**config.mk**
```make
export PLATFORM = sky130hd
export DESIGN_NAME = demodCtrlTop
export DESIGN_NICKNAME = d
export VERILOG_FILES = /design/src/design/demodPkg.sv /design/src/design/axiLiteSlave.sv /design/src/design/demodRegs.sv /design/src/design/falseLockDetector.sv /design/src/design/dacTestMux.sv /design/src/design/demodCtrlTop.sv
export VERILOG_INCLUDE_DIRS = /design/src /design/src/include
export SDC_FILE = /design/constraint.sdc
export NUM_CORES = 1
export LEC_CHECK = 0
export BUFFER_PORTS_ARGS = -buffer_cell sky130_fd_sc_hd__buf_2
export CELL_PAD_IN_SITES_DETAIL_PLACEMENT = 2
export CELL_PAD_IN_SITES_GLOBAL_PLACEMENT = 2
export CORE_ASPECT_RATIO = 0.9
export CORE_MARGIN = 5
export CORE_UTILIZATION = 36
export DETAILED_ROUTE_END_ITERATION = 10
export PLACE_DENSITY = 0.93
export SKIP_CTS_REPAIR_TIMING = 1
export SYNTH_ARGS = -nofsm -noshare
export SYNTH_HDL_FRONTEND = slang
export SYNTH_SLANG_ARGS = --single-unit
```
**constraint.sdc**
```tcl
create_clock -name busClk -period 14 [get_ports busClk]
set_clock_uncertainty 0.2 [all_clocks]
set_input_delay 0 -clock busClk [delete_from_list [all_inputs] [get_ports busClk]]
set_output_delay 0 -clock busClk [all_outputs]
set_load 0.005 [all_outputs]
```
**src/include/demodAddrMap.svh**
```systemverilog
// Register byte offsets and field bit positions of the demodulator control block.
`ifndef DEMOD_ADDR_MAP_SVH
`define DEMOD_ADDR_MAP_SVH

`define DEMOD_CONTROL       8'h00
`define DEMOD_DACSELECT     8'h04
`define DEMOD_FALSELOCK     8'h08
`define DEMOD_STATUS        8'h0C
`define DEMOD_AMTC          8'h10
`define DEMOD_FSKDEV        8'h14

// Field positions.
`define CTRL_MODE_LSB       0
`define CTRL_ITHENQ_BIT     13
`define CTRL_SCPATH_BIT     14
`define CTRL_DESPREAD_BIT   15
`define DAC_SEL_STRIDE      8
`define FL_ALPHA_LSB        0
`define FL_THRESH_LSB       16
`define STATUS_LSB          0
`define AMTC_LSB            0
`define FSKDEV_LSB          0

`endif

```
**src/design/demodPkg.sv**
```systemverilog
`default_nettype none
// Shared widths, register access structs, configuration and status types, bus state.

package demodPkg;

    localparam int dataWidth      = 32;
    localparam int strbWidth      = dataWidth / 8;
    localparam int regAddrWidth   = 8;
    localparam int metricWidth    = 16;
    localparam int fskWidth       = 16;
    localparam int modeWidth      = 5;
    localparam int amTcWidth      = 5;
    localparam int numDacs        = 3;
    localparam int dacSelWidth    = 4;
    localparam int numTestPoints  = 2 ** dacSelWidth;
    localparam int testPointWidth = 16;

    typedef logic [regAddrWidth-1:0] regAddrT;

    typedef struct packed {
        logic                 en;
        regAddrT              addr;
        logic [dataWidth-1:0] data;
        logic [strbWidth-1:0] strb;
    } regWriteT;

    typedef struct packed {
        logic    en;
        regAddrT addr;
    } regReadT;

    // Packed order puts demodLock at bit 0.
    typedef struct packed {
        logic falseLock;
        logic auBitsyncLock;
        logic highFreqOffset;
        logic bitsyncLock;
        logic demodLock;
    } demodStatusT;

    typedef struct packed {
        logic [modeWidth-1:0]                  demodMode;
        logic                                  oqpskIthenQ;
        logic                                  enableScPath;
        logic                                  enableDespreader;
        logic [numDacs-1:0][dacSelWidth-1:0]   dacSelect;
        logic [metricWidth-1:0]                falseLockAlpha;
        logic [metricWidth-1:0]                falseLockThreshold;
        logic [amTcWidth-1:0]                  amTC;
    } demodConfigT;

    typedef enum logic [1:0] {
        idle,
        writeResp,
        readResp
    } busStateT;

    typedef logic [numTestPoints-1:0][testPointWidth-1:0] testPointsT;

endpackage

`default_nettype wire

```
**src/design/axiLiteSlave.sv**
```systemverilog
`default_nettype none
// AXI4-Lite slave that turns bus transfers into register write and read strobes.

module axiLiteSlave #(
    parameter int addrWidth = 8
) (
    input  wire logic                           busClk,
    input  wire logic                           reset,
    input  wire logic [addrWidth-1:0]           awaddr,
    input  wire logic                           awvalid,
    output logic                                awready,
    input  wire logic [demodPkg::dataWidth-1:0] wdata,
    input  wire logic [demodPkg::strbWidth-1:0] wstrb,
    input  wire logic                           wvalid,
    output logic                                wready,
    output logic [1:0]                          bresp,
    output logic                                bvalid,
    input  wire logic                           bready,
    input  wire logic [addrWidth-1:0]           araddr,
    input  wire logic                           arvalid,
    output logic                                arready,
    output logic [demodPkg::dataWidth-1:0]      rdata,
    output logic [1:0]                          rresp,
    output logic                                rvalid,
    input  wire logic                           rready,
    output demodPkg::regWriteT                  regWrite,
    output demodPkg::regReadT                   regRead,
    input  wire logic [demodPkg::dataWidth-1:0] readData
);

    localparam logic [1:0] respOkay = 2'b00;

    demodPkg::busStateT state;
    demodPkg::busStateT nextState;
    logic               idleReady;
    logic               writePending;
    logic               wrAccept;
    logic               rdAccept;

    // Write needs both channels; it wins over a read.
    assign writePending = awvalid && wvalid;
    assign wrAccept     = idleReady && writePending;
    assign rdAccept     = idleReady && arvalid && !writePending;

    assign awready = idleReady;
    assign wready  = idleReady;
    assign arready = idleReady && !writePending;
    assign bvalid  = (state == demodPkg::writeResp);
    assign rvalid  = (state == demodPkg::readResp);
    assign bresp   = respOkay;
    assign rresp   = respOkay;

    // ========================================
    // Bus FSM
    // ========================================
    always_comb begin
        nextState = state;
        case (state)
            demodPkg::idle: begin
                if (wrAccept) begin
                    nextState = demodPkg::writeResp;
                end else if (rdAccept) begin
                    nextState = demodPkg::readResp;
                end
            end
            demodPkg::writeResp: begin
                if (bready) begin
                    nextState = demodPkg::idle;
                end
            end
            demodPkg::readResp: begin
                if (rready) begin
                    nextState = demodPkg::idle;
                end
            end
            default: nextState = demodPkg::idle;
        endcase
    end

    // Ready comes up one cycle after reset.
    always_ff @(posedge busClk) begin
        if (reset) begin
            state     <= demodPkg::idle;
            idleReady <= 1'b0;
        end else begin
            state     <= nextState;
            idleReady <= (nextState == demodPkg::idle);
        end
    end

    always_ff @(posedge busClk) begin
        if (rdAccept) begin
            rdata <= readData;
        end
    end

    // Register strobes.
    always_comb begin
        regWrite.en   = wrAccept;
        regWrite.addr = demodPkg::regAddrT'(awaddr);
        regWrite.data = wdata;
        regWrite.strb = wstrb;
        regRead.en    = rdAccept;
        regRead.addr  = demodPkg::regAddrT'(araddr);
    end

    oneResponse: assert property (@(posedge busClk) disable iff (reset)
        !(bvalid && rvalid));

    rdataHeld: assert property (@(posedge busClk) disable iff (reset)
        rvalid && !rready |=> $stable(rdata));

endmodule

`default_nettype wire

```
**src/design/demodRegs.sv**
```systemverilog
`default_nettype none
// Demodulator configuration registers with byte-lane writes and readback mux.

`include "demodAddrMap.svh"

module demodRegs (
    input  wire logic                           busClk,
    input  wire logic                           reset,
    input  wire demodPkg::regWriteT             regWrite,
    input  wire demodPkg::regReadT              regRead,
    input  wire demodPkg::demodStatusT          status,
    input  wire logic [demodPkg::fskWidth-1:0]  fskDeviation,
    output logic [demodPkg::dataWidth-1:0]      readData,
    output demodPkg::demodConfigT               demodConfig
);

    logic [demodPkg::dataWidth-1:0] wrMask;
    logic [demodPkg::dataWidth-1:0] wrMerged;

    // Register image of the writable fields, zero elsewhere.
    function automatic logic [demodPkg::dataWidth-1:0] packConfig(
        input demodPkg::regAddrT     addr,
        input demodPkg::demodConfigT c
    );
        logic [demodPkg::dataWidth-1:0] word;
        word = '0;
        case (addr)
            `DEMOD_CONTROL: begin
                word[`CTRL_MODE_LSB +: demodPkg::modeWidth] = c.demodMode;
                word[`CTRL_ITHENQ_BIT]   = c.oqpskIthenQ;
                word[`CTRL_SCPATH_BIT]   = c.enableScPath;
                word[`CTRL_DESPREAD_BIT] = c.enableDespreader;
            end
            `DEMOD_DACSELECT: begin
                for (int i = 0; i < demodPkg::numDacs; i++) begin
                    word[i*`DAC_SEL_STRIDE +: demodPkg::dacSelWidth] = c.dacSelect[i];
                end
            end
            `DEMOD_FALSELOCK: begin
                word[`FL_ALPHA_LSB +: demodPkg::metricWidth]  = c.falseLockAlpha;
                word[`FL_THRESH_LSB +: demodPkg::metricWidth] = c.falseLockThreshold;
            end
            `DEMOD_AMTC: word[`AMTC_LSB +: demodPkg::amTcWidth] = c.amTC;
            default: word = '0;
        endcase
        return word;
    endfunction

    // Unstrobed bytes keep the current register contents.
    always_comb begin
        for (int i = 0; i < demodPkg::strbWidth; i++) begin
            wrMask[8*i +: 8] = {8{regWrite.strb[i]}};
        end
    end

    assign wrMerged = (packConfig(regWrite.addr, demodConfig) & ~wrMask)
                    | (regWrite.data & wrMask);

    always_ff @(posedge busClk) begin
        if (reset) begin
            demodConfig <= '0;
        end else if (regWrite.en) begin
            case (regWrite.addr)
                `DEMOD_CONTROL: begin
                    demodConfig.demodMode        <= wrMerged[`CTRL_MODE_LSB +: demodPkg::modeWidth];
                    demodConfig.oqpskIthenQ      <= wrMerged[`CTRL_ITHENQ_BIT];
                    demodConfig.enableScPath     <= wrMerged[`CTRL_SCPATH_BIT];
                    demodConfig.enableDespreader <= wrMerged[`CTRL_DESPREAD_BIT];
                end
                `DEMOD_DACSELECT: begin
                    for (int i = 0; i < demodPkg::numDacs; i++) begin
                        demodConfig.dacSelect[i] <=
                            wrMerged[i*`DAC_SEL_STRIDE +: demodPkg::dacSelWidth];
                    end
                end
                `DEMOD_FALSELOCK: begin
                    demodConfig.falseLockAlpha <=
                        wrMerged[`FL_ALPHA_LSB +: demodPkg::metricWidth];
                    demodConfig.falseLockThreshold <=
                        wrMerged[`FL_THRESH_LSB +: demodPkg::metricWidth];
                end
                `DEMOD_AMTC: demodConfig.amTC <= wrMerged[`AMTC_LSB +: demodPkg::amTcWidth];
                default: ;
            endcase
        end
    end

    // Readback. Status registers show live inputs.
    always_comb begin
        readData = '0;
        if (regRead.en) begin
            case (regRead.addr)
                `DEMOD_STATUS: readData[`STATUS_LSB +: $bits(status)] = status;
                `DEMOD_FSKDEV: readData[`FSKDEV_LSB +: demodPkg::fskWidth] = fskDeviation;
                default:       readData = packConfig(regRead.addr, demodConfig);
            endcase
        end
    end

    noEmptyStrobe: assert property (@(posedge busClk) disable iff (reset)
        regWrite.en |-> (regWrite.strb != '0));

endmodule

`default_nettype wire

```
**src/design/falseLockDetector.sv**
```systemverilog
`default_nettype none
// False-lock detector: exponential average of the lock metric against a threshold.

module falseLockDetector (
    input  wire logic                              busClk,
    input  wire logic                              reset,
    input  wire logic [demodPkg::metricWidth-1:0]  lockMetric,
    input  wire logic                              metricValid,
    input  wire logic [demodPkg::metricWidth-1:0]  alpha,
    input  wire logic [demodPkg::metricWidth-1:0]  threshold,
    input  wire logic                              demodLock,
    output logic                                   falseLock
);

    localparam int mw = demodPkg::metricWidth;

    logic        [mw-1:0]   avg;
    logic signed [mw:0]     diff;
    logic signed [2*mw+1:0] product;
    logic signed [mw+1:0]   step;
    logic signed [mw+1:0]   nextAvg;

    // ========================================
    // Averaging
    // ========================================
    assign diff    = $signed({1'b0, lockMetric}) - $signed({1'b0, avg});
    assign product = diff * $signed({1'b0, alpha});

    // Upper slice is product >>> mw, floor of the scaled step.
    assign step    = product[2*mw+1:mw];
    assign nextAvg = $signed({2'b00, avg}) + step;

    always_ff @(posedge busClk) begin
        if (reset) begin
            avg <= '0;
        end else if (metricValid) begin
            avg <= nextAvg[mw-1:0];
        end
    end

    // Lock claimed while quality is poor.
    always_ff @(posedge busClk) begin
        if (reset) begin
            falseLock <= 1'b0;
        end else begin
            falseLock <= demodLock && (avg < threshold);
        end
    end

endmodule

`default_nettype wire

```
**src/design/dacTestMux.sv**
```systemverilog
`default_nettype none
// Registered DAC test-point selection, three outputs from sixteen sources.

module dacTestMux (
    input  wire logic                                busClk,
    input  wire logic                                reset,
    input  wire demodPkg::testPointsT                testPoints,
    input  wire logic [demodPkg::numDacs-1:0][demodPkg::dacSelWidth-1:0] dacSelect,
    output logic [demodPkg::testPointWidth-1:0]      dacOut0,
    output logic [demodPkg::testPointWidth-1:0]      dacOut1,
    output logic [demodPkg::testPointWidth-1:0]      dacOut2
);

    logic [demodPkg::numDacs-1:0][demodPkg::testPointWidth-1:0] dacReg;

    // One clock-aligned sample per DAC.
    always_ff @(posedge busClk) begin
        if (reset) begin
            dacReg <= '0;
        end else begin
            for (int i = 0; i < demodPkg::numDacs; i++) begin
                dacReg[i] <= testPoints[dacSelect[i]];
            end
        end
    end

    assign dacOut0 = dacReg[0];
    assign dacOut1 = dacReg[1];
    assign dacOut2 = dacReg[2];

endmodule

`default_nettype wire

```
**src/design/demodCtrlTop.sv**
```systemverilog
`default_nettype none
// Demodulator host-control top: bus slave, register bank, false-lock detector, DAC mux.

module demodCtrlTop #(
    parameter int addrWidth = 8
) (
    input  wire logic                                busClk,
    input  wire logic                                reset,
    input  wire logic [addrWidth-1:0]                awaddr,
    input  wire logic                                awvalid,
    output logic                                     awready,
    input  wire logic [demodPkg::dataWidth-1:0]      wdata,
    input  wire logic [demodPkg::strbWidth-1:0]      wstrb,
    input  wire logic                                wvalid,
    output logic                                     wready,
    output logic [1:0]                               bresp,
    output logic                                     bvalid,
    input  wire logic                                bready,
    input  wire logic [addrWidth-1:0]                araddr,
    input  wire logic                                arvalid,
    output logic                                     arready,
    output logic [demodPkg::dataWidth-1:0]           rdata,
    output logic [1:0]                               rresp,
    output logic                                     rvalid,
    input  wire logic                                rready,
    input  wire logic                                demodLock,
    input  wire logic                                bitsyncLock,
    input  wire logic                                highFreqOffset,
    input  wire logic                                auBitsyncLock,
    input  wire logic [demodPkg::fskWidth-1:0]       fskDeviation,
    input  wire logic [demodPkg::metricWidth-1:0]    lockMetric,
    input  wire logic                                metricValid,
    input  wire demodPkg::testPointsT                testPoints,
    output demodPkg::demodConfigT                    demodConfig,
    output logic [demodPkg::testPointWidth-1:0]      dacOut0,
    output logic [demodPkg::testPointWidth-1:0]      dacOut1,
    output logic [demodPkg::testPointWidth-1:0]      dacOut2
);

    demodPkg::regWriteT             regWrite;
    demodPkg::regReadT              regRead;
    demodPkg::demodStatusT          status;
    logic [demodPkg::dataWidth-1:0] readData;
    logic                           falseLock;

    always_comb begin
        status.demodLock      = demodLock;
        status.bitsyncLock    = bitsyncLock;
        status.highFreqOffset = highFreqOffset;
        status.auBitsyncLock  = auBitsyncLock;
        status.falseLock      = falseLock;
    end

    axiLiteSlave #(
        .addrWidth (addrWidth)
    ) uSlave (
        .busClk   (busClk),
        .reset    (reset),
        .awaddr   (awaddr),
        .awvalid  (awvalid),
        .awready  (awready),
        .wdata    (wdata),
        .wstrb    (wstrb),
        .wvalid   (wvalid),
        .wready   (wready),
        .bresp    (bresp),
        .bvalid   (bvalid),
        .bready   (bready),
        .araddr   (araddr),
        .arvalid  (arvalid),
        .arready  (arready),
        .rdata    (rdata),
        .rresp    (rresp),
        .rvalid   (rvalid),
        .rready   (rready),
        .regWrite (regWrite),
        .regRead  (regRead),
        .readData (readData)
    );

    demodRegs uRegs (
        .busClk       (busClk),
        .reset        (reset),
        .regWrite     (regWrite),
        .regRead      (regRead),
        .status       (status),
        .fskDeviation (fskDeviation),
        .readData     (readData),
        .demodConfig  (demodConfig)
    );

    falseLockDetector uDetector (
        .busClk      (busClk),
        .reset       (reset),
        .lockMetric  (lockMetric),
        .metricValid (metricValid),
        .alpha       (demodConfig.falseLockAlpha),
        .threshold   (demodConfig.falseLockThreshold),
        .demodLock   (status.demodLock),
        .falseLock   (falseLock)
    );

    dacTestMux uDacMux (
        .busClk     (busClk),
        .reset      (reset),
        .testPoints (testPoints),
        .dacSelect  (demodConfig.dacSelect),
        .dacOut0    (dacOut0),
        .dacOut1    (dacOut1),
        .dacOut2    (dacOut2)
    );

endmodule

`default_nettype wire

```
Yosys cells after proc, flatten, opt, wreduce, memory -nomap -nowiden --
Index checks and enable logic that the tools add are counted.
Storage, ports and cells: logic and storage cells 87, flip-flop bits (word level) 157
Operators by class: multiplexer cells 28, order comparisons 4, equal/unequal tests 10, bitwise gates (word level) 5, reduce and logical (&&, ||, !) cells 17, multipliers 1, add/subtract/negate cells 2
Operators by type and width (number):
- 16-bit binary-select mux with 4-bit select | 3
- 32-bit AND | 2
- 16-bit 2-to-1 mux | 3
- 17-bit by 17-bit multiplier with 32-bit output | 1
- 32-bit inverter | 1
- 32-bit OR | 1
- 4-bit one-hot mux with 2 select lines | 4
- 4-bit one-hot mux with 4 select lines | 2
- 8-bit by 4-bit == test with 1-bit output (second input constant) | 3
- 8-bit by 5-bit == test with 1-bit output (second input constant) | 3
- 11-bit one-hot mux with 2 select lines | 1
- 16-bit by 16-bit subtractor with 17-bit output | 1
- 16-bit adder | 1
- 8-bit by 3-bit == test with 1-bit output (second input constant) | 2
- 8-bit logical NOT | 2
- 16-bit less-than comparator | 1
- 4-bit by 5-bit less-than comparator with 1-bit output (second input constant) | 3
- 12-bit 2-to-1 mux | 1
- 3-bit one-hot mux with 2 select lines | 2
- 5-bit one-hot mux with 2 select lines | 1
- 2-bit 2-to-1 mux | 4
- 2-bit AND reduction | 4
- 1-bit logical AND | 6
- 3-bit 2-to-1 mux | 2
- other kinds (10) | 13

Depth between registers and ports, before layout --
depth in word-level cells 7, mapped depth 48, gate-level depth less buffers 48

Modules after synthesis --
A second synthesis with hierarchy kept.
Second synthesis, totals: cell total of the unflattened synthesis 2546, area, all modules 24108.1 um2
By module, submodules not included:
- falseLockDetector | cells each 1372, instances 1, area an instance 11995.3 um2
- dacTestMux | cells each 663, instances 1, area an instance 7211.9 um2
- demodRegs | cells each 400, instances 1, area an instance 3318.2 um2
- axiLiteSlave | cells each 111, instances 1, area an instance 1582.8 um2

Least setup slack after synthesis --
Ideal clock, no wire load.
path kind flip-flop to flip-flop, start point register uDetector.avg[1], end point register uDetector.avg[15], library setup time 0.071 ns, path slack 3.833 ns, stages on the path, launching flop included 45, arrival 9.896 ns, path through dfxtp_1 > inv_1 > ha_1 > nor2b_1 > o21ai_0 > a21boi_0 > o21ai_0 > a21boi_0 > o2111ai_1 > a311oi_1 > o21bai_1 > a21boi_0 > or3_1 > buf_2 > buf_2 > nand3_1 > fa_1 > fa_1 > [... 9 more ...] > a221oi_2 > nor2_1 > a211o_1 > a21o_1 > a21o_1 > xor2_1 > ha_1 > a21oi_1 > o21ai_0 > a31o_2 > a21o_2 > a21oi_1 > o41ai_1 > a21oi_1 > xnor2_1 > xnor3_1 > or3_1 > a21oi_1
On the way: word-level cells in the longest chain between the ends 3
RTL lines:
- start, declared | RTL line falseLockDetector.sv:17 | logic [mw-1:0] avg;
- start signal, assigned | RTL line falseLockDetector.sv:37 | avg <= nextAvg[mw-1:0];
- 16-bit by 16-bit subtractor with 17-bit output | RTL line falseLockDetector.sv:26 | assign diff = $signed({1'b0, lockMetric}) - $signed({1'b0, avg});
- 17-bit by 17-bit multiplier with 32-bit output | RTL line falseLockDetector.sv:27 | assign product = diff * $signed({1'b0, alpha});
- 16-bit adder (*) | RTL line falseLockDetector.sv:31 | assign nextAvg = $signed({2'b00, avg}) + step;
Every way passes the cells marked *; elsewhere a longest branch is shown, timed or not. A chain may end at the register's enable or synchronous reset.

Worst setup path in the final report --
Same ends and word-level chain as after synthesis.

==> qor.csv <==
metric,value,unit
switching_fraction_of_total_power,33.0,%
power.clock.fraction,40.1,%
post_drt_via_cell_ratio,6.21,
hpwlAfterDp,93.9,mm
critical_path_class,register to register,
grt_util_overall,33.1,%
grt_setup_unrepaired,no,
outcome,finished with violations,
total_via_count_in_the_routed_design,22300,
synth_edf_count,32,
fmax,81.9,MHz
cts_tree,done,
place.gp.congestion,0.964,
instance_count_of_the_mapped_netlist,2218,
grt_max_degree,69,
synth_top_cells_by_area,"sky130_fd_sc_hd__mux4_2 24%, sky130_fd_sc_hd__fa_1 23%, sky130_fd_sc_hd__dfxtp_1 11%",
ff2ff_setup_slack,1.78,ns
worst_ep_arrival_time,12.44,ns
synth.largest_area_cell,sky130_fd_sc_hd__mux4_2,
netSwitchingPower,0.000427,W
synth-main-ff-cell,sky130_fd_sc_hd__dfxtp_1,
failing_checks,hold timing,
share_seq_of_total_power,37.0,%
place_area,0.0263,mm2
timing_max_transition_violations_final,0,
dominant_cell_type_by_count_on_the_critical_path,sky130_fd_sc_hd__fa_1,
number_of_detailed_route_iterations_in_the_first_pass,6,
cap_viol_max_count,0,
worstHoldPathType,input port to register,
crit_path_max_fanout,16,
count_of_cell_types_in_the_netlist,69,
worst_setup_path_end_kind,register,
chipWidth,276,um
design.final.nets,3447,
grt-ovfl-total,0,
yosysWarnings,0,
floorplan.initialDensity,36.5,%
die_area,0.0690,mm2
grt_first_pass_wirelength,171,mm
internal_power,0.000866,W
cts.sink_count,157,
seq_area_frac_synth,15.1,%
hold_viol_final,5,
fin_worst_hold_slack,-0.0223,ns
insertion_delay,0.50,ns
slew_headroom,6.94,%
worst_pin_slew,1.39,ns
critical-path-max-stage-delay,0.55,ns
synth_top_cell_area_share,23.5,%
cts-htree-levels,4,
antenna_found_initial,36,
die_height,250,um
number_of_storage_elements_in_the_synthesis_netlist,157,
worst_setup_hold_path_clk_slew,0.07,ns
number_of_cts_inserted_buffers,17,
wl_per_cell,35.0,um
leakage,12.6,nW
post-route-cell-area,0.0278,mm2
fraction_of_layout_cells_with_a_size_suffix_above_1,30.7,%
vias_in_the_first_global_route,25200,
critical-path-slowest-cell,sky130_fd_sc_hd__fa_1,
fin_tns_setup,0,ns
drcViolationCount,0,
ys_async_sr_fraction,0,%
peakVddDrop,0.0773,mV
area_delta_synth_final,20.8,%
synth_area,0.0230,mm2
top_level_ports,498,
synth_commonest_cells,"386 x sky130_fd_sc_hd__inv_1, 267 x sky130_fd_sc_hd__fa_1, 240 x sky130_fd_sc_hd__mux4_2",
power.density_cell_area,46.5,mW/mm2
avgSynthCellArea,10.4,um2
dominant_cell_by_count_in_the_synthesized_netlist,sky130_fd_sc_hd__inv_1,
start_kind,register,
worstPathRequired,14.22,ns
period_share,87.3,%
core_area,0.0629,mm2
comb_power_share,22.9,%
final-setup-viol-count,0,
clockBufferDepth,2,
starting_drc_count_in_detailed_routing,2260,
route.final.wire_length,125,mm
final_ant_viol_nets,0,
fp-row-count,87,
clockRootBuffer,sky130_fd_sc_hd__clkbuf_16,
port_buffers,493,
period_needed,12.22,ns
## critical path, delay by kind of cell (launching register included)
family                     cells  cell delay (ns)
xor gates and xnor gates       3             0.82
AOI/OAI and AO/OA             20             4.89
DFF                            1             0.50
adders and majority gates      9             4.05
buffers and inverters          4             0.29
and+or+nand+nor                5             1.38
## per-layer routing
layer / routed length [um] / GRT usage (%) / up-vias
met5: 107 / 0.485 / -
met4: 8820 / 17.0 / 18
met3: 12400 / 9.80 / 624
met2: 60800 / 56.0 / 1641
met1: 43100 / 38.2 / 11500
li1: - / - / 8509
## cells in the final DEF, fill, tap and decap left out, drive strengths merged, types with 6 or more instances in the layout
cell and count:
a22o 9, inv 394, buf 531, o21ai 23, dfxtp 125, mux4 240
nor2 78, edfxtp 32, a211oi 23, xnor2 35, a21oi 79, nand2 221
nand3 32, dlygate4sd3 84, and2 92, nor2b 77, fa 267, diode 27
a22oi 16, mux2i 27, nand2b 12, o21a 9, and3 14, nor3 33
or3 6, ha 129, a21o 19, clkbuf 19, a222oi 7, xor2 16
## power by group through the flow
| stage | Sequential [W] | Clock (W) | Combinational [W] |
|---|---|---|---|
| 2_1_floorplan | 0.000488 | 0 | 0.000112 |
| 3_3_place_gp | 0.000486 | 0 | 0.000239 |
| 3_5_place_dp | 0.000488 | 0 | 0.000265 |
| 4_1_cts | 0.000478 | 0.000510 | 0.000267 |
| 5_1_grt | 0.000479 | 0.000537 | 0.000304 |
| 6_report | 0.000478 | 0.000518 | 0.000296 |
## area by class of cell
type / instances / area (um2)
Inverter: 386 / 1450
Timing Repair Buffer: 615 / 3600
Antenna cell: 27 / 67.6
Clock buffer: 19 / 433
Multi-Input combinational cell: 1522 / 17500
Tap cell: 845 / 1060
Fill cell: 6670 / 35100
Sequential cell: 157 / 3480
Clock inverter: 13 / 155
## cells by family after synthesis
| logic type | after synthesis | synth area share (%) |
|---|---|---|
| AND/OR/NAND/NOR | 577 | 12.2 |
| buffers and inverters | 542 | 9.04 |
| adder cells (fa/ha/maj) | 396 | 30.3 |
| multiplexers | 270 | 24.8 |
| AO/OA/AOI/OAI | 223 | 6.54 |
| flip-flops | 157 | 15.1 |
| XOR/XNOR | 52 | 2.04 |
| other | 1 | 0.0163 |
## through the flow
step | utilization [%] | cells | worst slack (ns) | power [W]
3_3_place_gp | 41.8 | 3441 | 2.98 | 0.000725
5_1_grt | 44.1 | 3576 | 1.04 | 0.00132
2_1_floorplan | - | 2221 | 3.83 | 0.000600
6_report | 44.1 | 3584 | 1.78 | 0.00129
4_1_cts | 42.7 | 3473 | 1.68 | 0.00125
3_5_place_dp | 41.8 | 3441 | 1.68 | 0.000753
## worst paths after layout
path | startpoint | to | cells past startpoint
max | uDetector.avg[1]$_SDFFE_PP0P_ | uDetector.avg[15]$_SDFFE_PP0P_ | 41
min | wstrb[2] | uRegs.demodConfig[11]$_SDFFE_PP0P_ | 4
max reg2reg | uDetector.avg[1]$_SDFFE_PP0P_ | uDetector.avg[15]$_SDFFE_PP0P_ | 41
min reg2reg | uRegs.demodConfig[11]$_SDFFE_PP0P_ | uRegs.demodConfig[11]$_SDFFE_PP0P_ | 2
## registers in the layout (all words and copies together), names as in the netlist
signal	count
uSlave.awready	1
uSlave.rdata	32
uDetector.avg	16
uDacMux.dacOut2	16
uRegs.demodConfig	57
uDetector.falseLock	1
uSlave.state	2
uDacMux.dacOut0	16
uDacMux.dacOut1	16
(Power assumes the default switching activity.)
